===== src/common/cmul_pkg.sv =====
package cmul_pkg;

   // Operand and result widths.
   localparam int OP_W   = 8;            // One signed operand byte.
   localparam int IN_W   = 4 * OP_W;     // Input word holds ar, ai, br and bi.
   localparam int PROD_W = 2 * OP_W;     // Full signed 8x8 product.
   localparam int RES_W  = PROD_W + 1;   // Difference of two products needs one more bit.

   // Field positions inside the input word.
   // Byte 0 is ar and byte 3 is bi.
   localparam int AR_LSB = 0;
   localparam int AI_LSB = AR_LSB + OP_W;
   localparam int BR_LSB = AI_LSB + OP_W;
   localparam int BI_LSB = BR_LSB + OP_W;

   // Multiplier pipeline registers in each product lane.
   // The operand register in front of them is extra.
   localparam int LANE_LAT = 3;

endpackage


===== src/design/cmul_re_top.sv =====
`timescale 1ns/1ns

module cmul_re_top (
   input  logic                       clk,
   input  logic                       rst,
   input  logic                       in_valid,
   input  logic [cmul_pkg::IN_W-1:0]  in_data,
   output logic                       in_ready,
   output logic                       out_valid,
   output logic [cmul_pkg::RES_W-1:0] out_data,
   input  logic                       out_ready
);

   // Input word fields.
   logic [cmul_pkg::OP_W-1:0]   ar;
   logic [cmul_pkg::OP_W-1:0]   ai;
   logic [cmul_pkg::OP_W-1:0]   br;
   logic [cmul_pkg::OP_W-1:0]   bi;

   logic                        issue;
   logic                        pop;
   logic                        rr_ready;
   logic                        ii_ready;
   logic                        rr_valid;
   logic                        ii_valid;
   logic [cmul_pkg::PROD_W-1:0] rr_data;
   logic [cmul_pkg::PROD_W-1:0] ii_data;

   assign ar = in_data[cmul_pkg::AR_LSB +: cmul_pkg::OP_W];
   assign ai = in_data[cmul_pkg::AI_LSB +: cmul_pkg::OP_W];
   assign br = in_data[cmul_pkg::BR_LSB +: cmul_pkg::OP_W];
   assign bi = in_data[cmul_pkg::BI_LSB +: cmul_pkg::OP_W];

   // ar * br.
   product_lane #(.LATENCY(cmul_pkg::LANE_LAT)) u_rr (
      .clk        (clk),
      .rst        (rst),
      .issue      (issue),
      .a          (ar),
      .b          (br),
      .din_ready  (rr_ready),
      .pop        (pop),
      .dout_valid (rr_valid),
      .dout_data  (rr_data)
   );

   // ai * bi.
   product_lane #(.LATENCY(cmul_pkg::LANE_LAT)) u_ii (
      .clk        (clk),
      .rst        (rst),
      .issue      (issue),
      .a          (ai),
      .b          (bi),
      .din_ready  (ii_ready),
      .pop        (pop),
      .dout_valid (ii_valid),
      .dout_data  (ii_data)
   );

   re_join u_join (
      .clk       (clk),
      .rst       (rst),
      .in_valid  (in_valid),
      .rr_ready  (rr_ready),
      .ii_ready  (ii_ready),
      .in_ready  (in_ready),
      .issue     (issue),
      .rr_valid  (rr_valid),
      .rr_data   (rr_data),
      .ii_valid  (ii_valid),
      .ii_data   (ii_data),
      .pop       (pop),
      .out_valid (out_valid),
      .out_data  (out_data),
      .out_ready (out_ready)
   );

endmodule


===== src/design/re_join.sv =====
`timescale 1ns/1ns

module re_join (
   input  logic                        clk,
   input  logic                        rst,

   // Input side, shared by both lanes.
   input  logic                        in_valid,
   input  logic                        rr_ready,
   input  logic                        ii_ready,
   output logic                        in_ready,
   output logic                        issue,

   // Lane results.
   input  logic                        rr_valid,
   input  logic [cmul_pkg::PROD_W-1:0] rr_data,
   input  logic                        ii_valid,
   input  logic [cmul_pkg::PROD_W-1:0] ii_data,
   output logic                        pop,

   // Output register.
   output logic                        out_valid,
   output logic [cmul_pkg::RES_W-1:0]  out_data,
   input  logic                        out_ready
);

   logic                       both_valid;   // A matched pair waits at the lane heads.
   logic                       out_free;     // Output register can take a value this cycle.
   logic [cmul_pkg::RES_W-1:0] rr_ext;
   logic [cmul_pkg::RES_W-1:0] ii_ext;
   logic [cmul_pkg::RES_W-1:0] diff;

   // A word goes to both lanes or to neither, so they stay in step.
   assign in_ready = rr_ready && ii_ready;
   assign issue    = in_valid && in_ready;

   assign both_valid = rr_valid && ii_valid;
   assign out_free   = !out_valid || out_ready;   // Empty, or drained at this edge.

   // Both lanes are popped together.
   assign pop = both_valid && out_free;

   // Sign extend both products before the subtraction.
   assign rr_ext = {rr_data[cmul_pkg::PROD_W-1], rr_data};
   assign ii_ext = {ii_data[cmul_pkg::PROD_W-1], ii_data};
   assign diff   = rr_ext - ii_ext;   // Real part ar*br - ai*bi.

   always_ff @(posedge clk) begin
      if (rst) begin
         out_valid <= 1'b0;
      end else if (pop) begin
         out_valid <= 1'b1;
      end else if (out_ready) begin
         out_valid <= 1'b0;          // Read with nothing new behind it.
      end
   end

   // Held while out_valid is high and out_ready is low.
   always_ff @(posedge clk) begin
      if (pop) begin
         out_data <= diff;
      end
   end

endmodule


===== src/lane/fixed_latency_decoupler.sv =====
`timescale 1ns/1ns

module fixed_latency_decoupler #(
   parameter int DATA_W  = 16,    // Width of the datapath result.
   parameter int LATENCY = 3      // Registers between din_valid and dout_data_in.
) (
   input  logic              clk,
   input  logic              rst,
   input  logic              din_valid,
   input  logic [DATA_W-1:0] dout_data_in,
   output logic              din_ready,
   output logic              dout_valid,
   output logic [DATA_W-1:0] dout_data,
   input  logic              dout_ready
);

   // Catch buffer is sized so every result in flight has a slot.
   localparam int PTR_W = $clog2(LATENCY + 1);
   localparam int DEPTH = 2 ** PTR_W;

   localparam logic [PTR_W:0]   PTR_ONE = 1;
   localparam logic [PTR_W-1:0] CNT_ONE = 1;

   logic [LATENCY-1:0] valid_pipe;          // One flag per datapath stage.
   logic               land;                // Result at dout_data_in is valid now.
   logic               wr_en;
   logic               rd_en;

   logic [DATA_W-1:0]  mem [DEPTH];

   // Pointers carry one lap bit above the address bits.
   logic [PTR_W:0]     w_ptr;
   logic [PTR_W:0]     r_ptr;
   logic [PTR_W:0]     w_ptr_next;
   logic [PTR_W:0]     r_ptr_next;
   logic [PTR_W-1:0]   cnt_next;            // Wraps to zero when full.
   logic               full;
   logic               full_next;

   assign land = valid_pipe[LATENCY-1];

   // Same address on a different lap means every entry is taken.
   assign full = (w_ptr[PTR_W-1:0] == r_ptr[PTR_W-1:0]) &&
                 (w_ptr[PTR_W] != r_ptr[PTR_W]);

   assign wr_en = land && !full;
   assign rd_en = dout_ready && dout_valid;

   assign w_ptr_next = wr_en ? w_ptr + PTR_ONE : w_ptr;
   assign r_ptr_next = rd_en ? r_ptr + PTR_ONE : r_ptr;

   // Occupancy after this edge.
   assign cnt_next  = w_ptr_next[PTR_W-1:0] - r_ptr_next[PTR_W-1:0];
   assign full_next = (w_ptr_next[PTR_W-1:0] == r_ptr_next[PTR_W-1:0]) &&
                      (w_ptr_next[PTR_W] != r_ptr_next[PTR_W]);

   always_ff @(posedge clk) begin
      if (rst) begin
         valid_pipe <= '0;
         w_ptr      <= '0;
         r_ptr      <= '0;
         dout_valid <= 1'b0;
         din_ready  <= 1'b1;   // Empty buffer takes new issues at once.
      end else begin
         valid_pipe[0] <= din_valid;
         for (int i = 1; i < LATENCY; i++) begin
            valid_pipe[i] <= valid_pipe[i-1];
         end

         w_ptr <= w_ptr_next;
         r_ptr <= r_ptr_next;

         dout_valid <= (w_ptr_next != r_ptr_next);

         // Look ahead. With at most one entry left, the results still in the
         // delay line plus one new issue fit in the remaining slots.
         din_ready <= (cnt_next <= CNT_ONE) && !full_next;
      end
   end

   // Result storage.
   always_ff @(posedge clk) begin
      if (wr_en) begin
         mem[w_ptr[PTR_W-1:0]] <= dout_data_in;
      end
   end

   assign dout_data = mem[r_ptr[PTR_W-1:0]];   // Head of the buffer.

endmodule


===== src/lane/product_lane.sv =====
`timescale 1ns/1ns

module product_lane #(
   parameter int LATENCY = cmul_pkg::LANE_LAT   // Multiplier pipeline registers.
) (
   input  logic                        clk,
   input  logic                        rst,
   input  logic                        issue,
   input  logic [cmul_pkg::OP_W-1:0]   a,
   input  logic [cmul_pkg::OP_W-1:0]   b,
   output logic                        din_ready,
   input  logic                        pop,
   output logic                        dout_valid,
   output logic [cmul_pkg::PROD_W-1:0] dout_data
);

   // Operand register plus the multiplier stages.
   // The decoupler must see this full depth to pair each issue with its product.
   localparam int PIPE_DEPTH = LATENCY + 1;

   logic signed [cmul_pkg::OP_W-1:0]   a_q;
   logic signed [cmul_pkg::OP_W-1:0]   b_q;
   logic signed [cmul_pkg::PROD_W-1:0] prod_pipe [LATENCY];
   logic        [cmul_pkg::PROD_W-1:0] prod_out;

   // Operands are captured every cycle.
   // Only words with issue high are tracked downstream.
   always_ff @(posedge clk) begin
      a_q <= a;
      b_q <= b;
   end

   // Signed multiply in the first stage, then plain delay stages.
   // Nothing here stalls. Back-pressure ends in the decoupler buffer.
   always_ff @(posedge clk) begin
      prod_pipe[0] <= a_q * b_q;   // Both operands signed, so the product is too.
      for (int i = 1; i < LATENCY; i++) begin
         prod_pipe[i] <= prod_pipe[i-1];
      end
   end

   assign prod_out = prod_pipe[LATENCY-1];

   // Valid tracking and catch buffer.
   fixed_latency_decoupler #(
      .DATA_W  (cmul_pkg::PROD_W),
      .LATENCY (PIPE_DEPTH)
   ) u_dec (
      .clk          (clk),
      .rst          (rst),
      .din_valid    (issue),
      .dout_data_in (prod_out),
      .din_ready    (din_ready),
      .dout_valid   (dout_valid),
      .dout_data    (dout_data),
      .dout_ready   (pop)
   );

endmodule


===== config.mk =====
export PLATFORM = sky130hd
export DESIGN_NAME = cmul_re_top
export DESIGN_NICKNAME = d
export VERILOG_FILES = /design/src/common/cmul_pkg.sv /design/src/design/cmul_re_top.sv /design/src/design/re_join.sv /design/src/lane/fixed_latency_decoupler.sv /design/src/lane/product_lane.sv
export SDC_FILE = /design/constraint.sdc
export NUM_CORES = 1
export LEC_CHECK = 0
export BUFFER_PORTS_ARGS = -buffer_cell sky130_fd_sc_hd__buf_2
export CAP_MARGIN = 20
export CORE_UTILIZATION = 44
export CTS_CLUSTER_DIAMETER = 80
export DETAILED_ROUTE_END_ITERATION = 6
export HOLD_SLACK_MARGIN = 0.08
export PLACE_DENSITY_LB_ADDON = 0.2
export SYNTH_ARGS = -nofsm -noshare
export SYNTH_HDL_FRONTEND = slang
export SYNTH_SLANG_ARGS = --single-unit

===== constraint.sdc =====
create_clock -name clk -period 5.5 [get_ports clk]
set_input_delay 0.825 -clock clk [delete_from_list [all_inputs] [get_ports clk]]
set_output_delay 0.825 -clock clk [all_outputs]
set_load 0.05 [all_outputs]

-- Yosys cells after proc, flatten, opt, wreduce, memory -nomap -nowiden
Memory sizes are Yosys's and may differ from the RTL's. A register that Yosys moved wholly into a read port is not among the register bits.
Cells that the tools add are included.
- bits in registers: 78
- memory bits (writable): 352
- input port bits: 36
- output and inout port bits: 19
- word-level logic and storage cells: 74
- memories: 4
- memory list (memory ; words ; width ; rd ports ; clocked after Yosys merged registers in ; wr ports ; RTL line ; RTL):
    u_ii.u_dec.mem ; 8 ; 16 ; 1 ; 1 ; 1 ; fixed_latency_decoupler.sv:29 ; logic [DATA_W-1:0] mem [DEPTH];
    u_rr.u_dec.mem ; 8 ; 16 ; 1 ; 1 ; 1 ; fixed_latency_decoupler.sv:29 ;
    u_ii.prod_pipe ; 3 ; 16 ; 3 ; 0 ; 3 ; product_lane.sv:23 ; logic signed [cmul_pkg::PROD_W-1:0] prod_pipe [LATENCY];
    u_rr.prod_pipe ; 3 ; 16 ; 3 ; 0 ; 3 ; product_lane.sv:23 ;
- add/subtract/negate cells: 7
- $mul: 2
- $lt $le $gt $ge: 2
- eq/ne operators: 10
- muxes and demuxes: 12
- reductions and logical operators: 21
- operator list (kind ; count):
    8-bit by 8-bit multiplier with 16-bit output ; 2
    16-bit by 16-bit subtractor with 17-bit output ; 1
    4-bit by 1-bit adder with 4-bit output (second input constant) ; 4
    4-bit two-way mux ; 4
    1-bit logical AND ; 14
    3-bit equality test ; 4
    4-bit inequality test ; 2
    3-bit by 1-bit less-or-equal comparator with 1-bit output (second input constant) ; 2
    1-bit two-way mux ; 6
    3-bit two-way mux ; 2
    3-bit subtractor ; 2
    1-bit logical NOT ; 5
    1-bit inequality test ; 4
    2-bit nonzero test ; 1
    1-bit logical OR ; 1

-- Depth between registers and ports, before layout
- depth in word-level cells: 9
- mapped depth: 16
- mapped depth without buffers: 16

-- Cells and area by module
A second synthesis with hierarchy kept.
- cells, all modules: 1407
- area total of the unflattened synthesis: 20410.8 um^2
- modules (own cells, without submodules) (module ; times used ; cells each ; area an instance (um^2) ; seq. area each (um^2)):
    fixed_latency_decoupler at u_rr.u_dec ; 1 ; 268 ; 5657.9 ; 4124.0
    fixed_latency_decoupler at u_ii.u_dec ; 1 ; 268 ; 5617.9 ; 4124.0
    product_lane at u_ii ; 1 ; 353 ; 3817.4 ; 1281.2
    product_lane at u_rr ; 1 ; 348 ; 3792.4 ; 1281.2
    re_join ; 1 ; 170 ; 1525.2 ; 530.5

-- Least setup slack after synthesis
No wires, ideal clock.
- path kind: flip-flop to flip-flop
- start point: reg u_rr.a_q[5] (netlist bit)
- end point: mem u_rr.prod_pipe[0][15] (netlist bit)
- setup time: 120 ps
- data arrival time: 3929 ps
- slack: 1451 ps
- cell stages (with the launch flop): 17
- path through: dfxtp_1 -> and2_1 -> fa_1 -> inv_1 -> fa_1 -> inv_1 -> fa_1 -> inv_1 -> fa_1 -> inv_1 -> ha_1 -> and2_1 -> a31oi_1 -> a21oi_1 -> a211oi_1 -> a21oi_1 -> xnor2_1
- RTL lines (what ; RTL line ; RTL):
    start: declaration ; product_lane.sv:21 ; logic signed [cmul_pkg::OP_W-1:0] a_q;
    start signal: assignment ; product_lane.sv:29 ; a_q <= a;
    end: declaration ; product_lane.sv:23 ;

==> flow_summary.ini <==
[logic_synthesis]
yosysUniqueCellTypes = 57
seq_area_frac_synth = 0.5663
synth_edf_count = 273
synthCells = 1371
synth_top_family_by_area = adder cells
synth_compound_area_frac = 0.03284
synth_simple_gate_area_frac = 0.07368
synthAdderAreaFrac = 0.1654
synth_ff_type = edfxtp_1
synth_area_per_cell_um2 = 14.50
muxShareOfSynthArea = 0.09275
synth_fp_nets = 1602
yosys_warnings = 0
synth-xor-area-share = 0.02819
ys_ff_latch = 426
syn-cell-area_um2 = 19890
ys_async_sr_fraction = 0

[timing]
rsz0062_at_grt = no
worst_slew_pin_slew_ps = 880.8
fin_setup_tns_ps = 0
slew-limit-headroom = 0.4107
min_period_ps = 4323
final_max_slew_viol_count = 0
setup_viol_count_final = 0
period_share = 0.7859
fmax_ghz = 0.2313
finClkSkew_ps = 18.09
hold_violations = 0

[layout]
fillers = 3793
area_growth_pct = 12.96
final_common_cell = edfxtp_1
seq_area_um2 = 11260
diodes = 0
drive_above_1_share = 0.1667
final_nets = 1701
multiInputGateArea_um2 = 7834
final_cell_mix = edfxtp_1, inv_1, dfxtp_1
stdcell_count = 2098

[floorplanning]
dieWidth_um = 214.6
dieArea_um2 = 46050
coreArea_um2 = 44410
rows = 77
die_h_um = 214.6
io_pins = 55
initial_core_util = 0.4477

[routing]
vias = 10350
dr.pass1.iters = 4
drt-initial-drc-count = 638
drc = 0
wl_per_cell_um = 17.48
drt-total-wl_mm = 36.68
post_drt_via_cell_ratio = 4.934
ant_nets = 0

[worst_setup_path]
cp_top_family = adder cells
path_cells = and2_1 > fa_1 > inv_1 > fa_1 > inv_1 > fa_1 > inv_1 > fa_1 > inv_1 > ha_1 > nand2_1 > o21ai_0 > o22a_1 > a211oi_1 > a21oi_1 > xnor2_1
start_kind = flop
cp.buffers_inverters = 4
arrival_ps = 4760
path_class = flop to flop
worst-path-max-fanout = 8
critPathMaxStageDelay_ps = 530
required_ps = 5940
timing.critical_path.from = u_ii.a_q[6]$_DFF_P_
cpMaxStageDelayCell = fa_1
reg2reg_from = u_ii.a_q[6]$_DFF_P_
endpoint_kind = flop

[grt]
grt_pass1_vias = 10890
grt_max_degree = 28
gr-total-overflow = 0
antenna_found_initial = 0
grt_pass1_wl_mm = 59.08
track_usage = 0.1647

[clocking]
cts.path.max_buffers = 3
ctsResizeCount = 0
clkSinkCount = 426
cts_tree = yes
cts_setup_buffers = 0
cts.htree.levels = 2
ctsHoldBuffers = 0
clk_pin_slew_ps = 60
insertion_delay_ps = 560
cts_made_buffers = 45
cts_root_buf = clkbuf_16

[job]
max_cap_violations = 0

[hold_path]
min_from = u_ii.prod_pipe[0][31]$_DFF_P_
hp-class = flop to flop

[placement]
gp_congestion = 0.8336
placed_cells = 2015
io_buffers = 54
hpwl_mm = 25.16

[outcome]
status = finished clean

[pwr]
ir_drop_mv = 0.2976
power.leakage_nw = 8.627
power-per-cell-area_nw_per_um2 = 410.8
## path summary, 6_finish.rpt
kind	endpoint	depth (start not counted)	slack [ps]
hold / removal	u_ii.prod_pipe[0][47]$_DFF_P_	0	320
hold reg to reg	u_ii.prod_pipe[0][47]$_DFF_P_	0	320
setup reg to reg	u_ii.prod_pipe[0][15]$_DFF_P_	16	1180
setup / recovery	u_ii.prod_pipe[0][15]$_DFF_P_	16	1180
## metal layers
layer  share of wire  up-vias  global-route usage
met5               0        -                   0
met4           0.022        0             0.05238
met3           0.030       53             0.02241
met2            0.48      156              0.2689
met1            0.47     5196              0.2286
li1                -     4946                   -
## state kept, by name, indices dropped and copies added (netlist names)
signal and flops:
u_ii.u_dec.mem 128, u_rr.u_dec.mem 128, u_ii.prod_pipe 48, u_rr.prod_pipe 48, u_join.out_data 17, u_ii.a_q 8
u_ii.b_q 8, u_rr.a_q 8, u_rr.b_q 8, u_ii.u_dec.r_ptr 4, u_ii.u_dec.w_ptr 4, u_rr.u_dec.r_ptr 4
u_rr.u_dec.valid_pipe 4, u_rr.u_dec.w_ptr 4, u_ii.u_dec.din_ready 1, u_ii.u_dec.dout_valid 1, u_join.out_valid 1, u_rr.u_dec.din_ready 1
u_rr.u_dec.dout_valid 1
## kinds of logic after synthesis
logic type	Yosys count
AND/OR/NAND/NOR	281
multiplexers	102
flip-flops	426
buffers and inverters	210
XOR/XNOR	64
adder cells (fa/ha/maj)	195
AO/OA/AOI/OAI	93
## cell type report
class                           instances  area share
Clock inverter                         23    0.009748
Tap cell                              592     0.03297
Clock buffer                           60     0.05631
Inverter                              184     0.03075
Timing Repair Buffer                   78     0.02005
Sequential cell                       426      0.5014
Multi-Input combinational cell        735      0.3487
## report_power, final
part / switching (mW) / internal [mW] / leakage, nW
Clock: 1.24 / 1.73 / 0.731
Combinational: 1.06 / 0.921 / 4.16
Sequential: 0.279 / 3.99 / 3.74
## cells in the mapped netlist, types with 12 or more instances
cell,count,share of area
buf_2,14,0.0035
a21oi_1,22,0.0055
mux4_2,64,0.072
nor3_1,18,0.0045
and2_1,87,0.027
nand2_1,52,0.0098
xnor2_1,47,0.021
edfxtp_1,273,0.41
nor2b_1,24,0.0076
inv_1,184,0.035
mux2i_1,20,0.010
xor2_1,17,0.0075
dfxtp_1,153,0.15
nor2_1,56,0.011
o21a_1,15,0.0057
ha_1,82,0.052
nand2b_1,14,0.0044
mux2_2,18,0.010
fa_1,113,0.11
nand3_1,12,0.0030
## metrics by stage
step	power [mW]	hold slack (ps)	setup slack, ps	instance area (um2)	utilization
detailed placement	6.356	312.1	1180	20980	0.4724
floorplan	5.825	309.6	1451	19890	-
finish	9.227	317.1	1177	22460	0.5058
global placement	6.289	309.8	1275	20980	0.4724
global route	9.817	317.6	845.3	22460	0.5058
CTS	9.353	318.6	1173	22460	0.5058
Note: power is estimated with default switching activity, not from simulation.
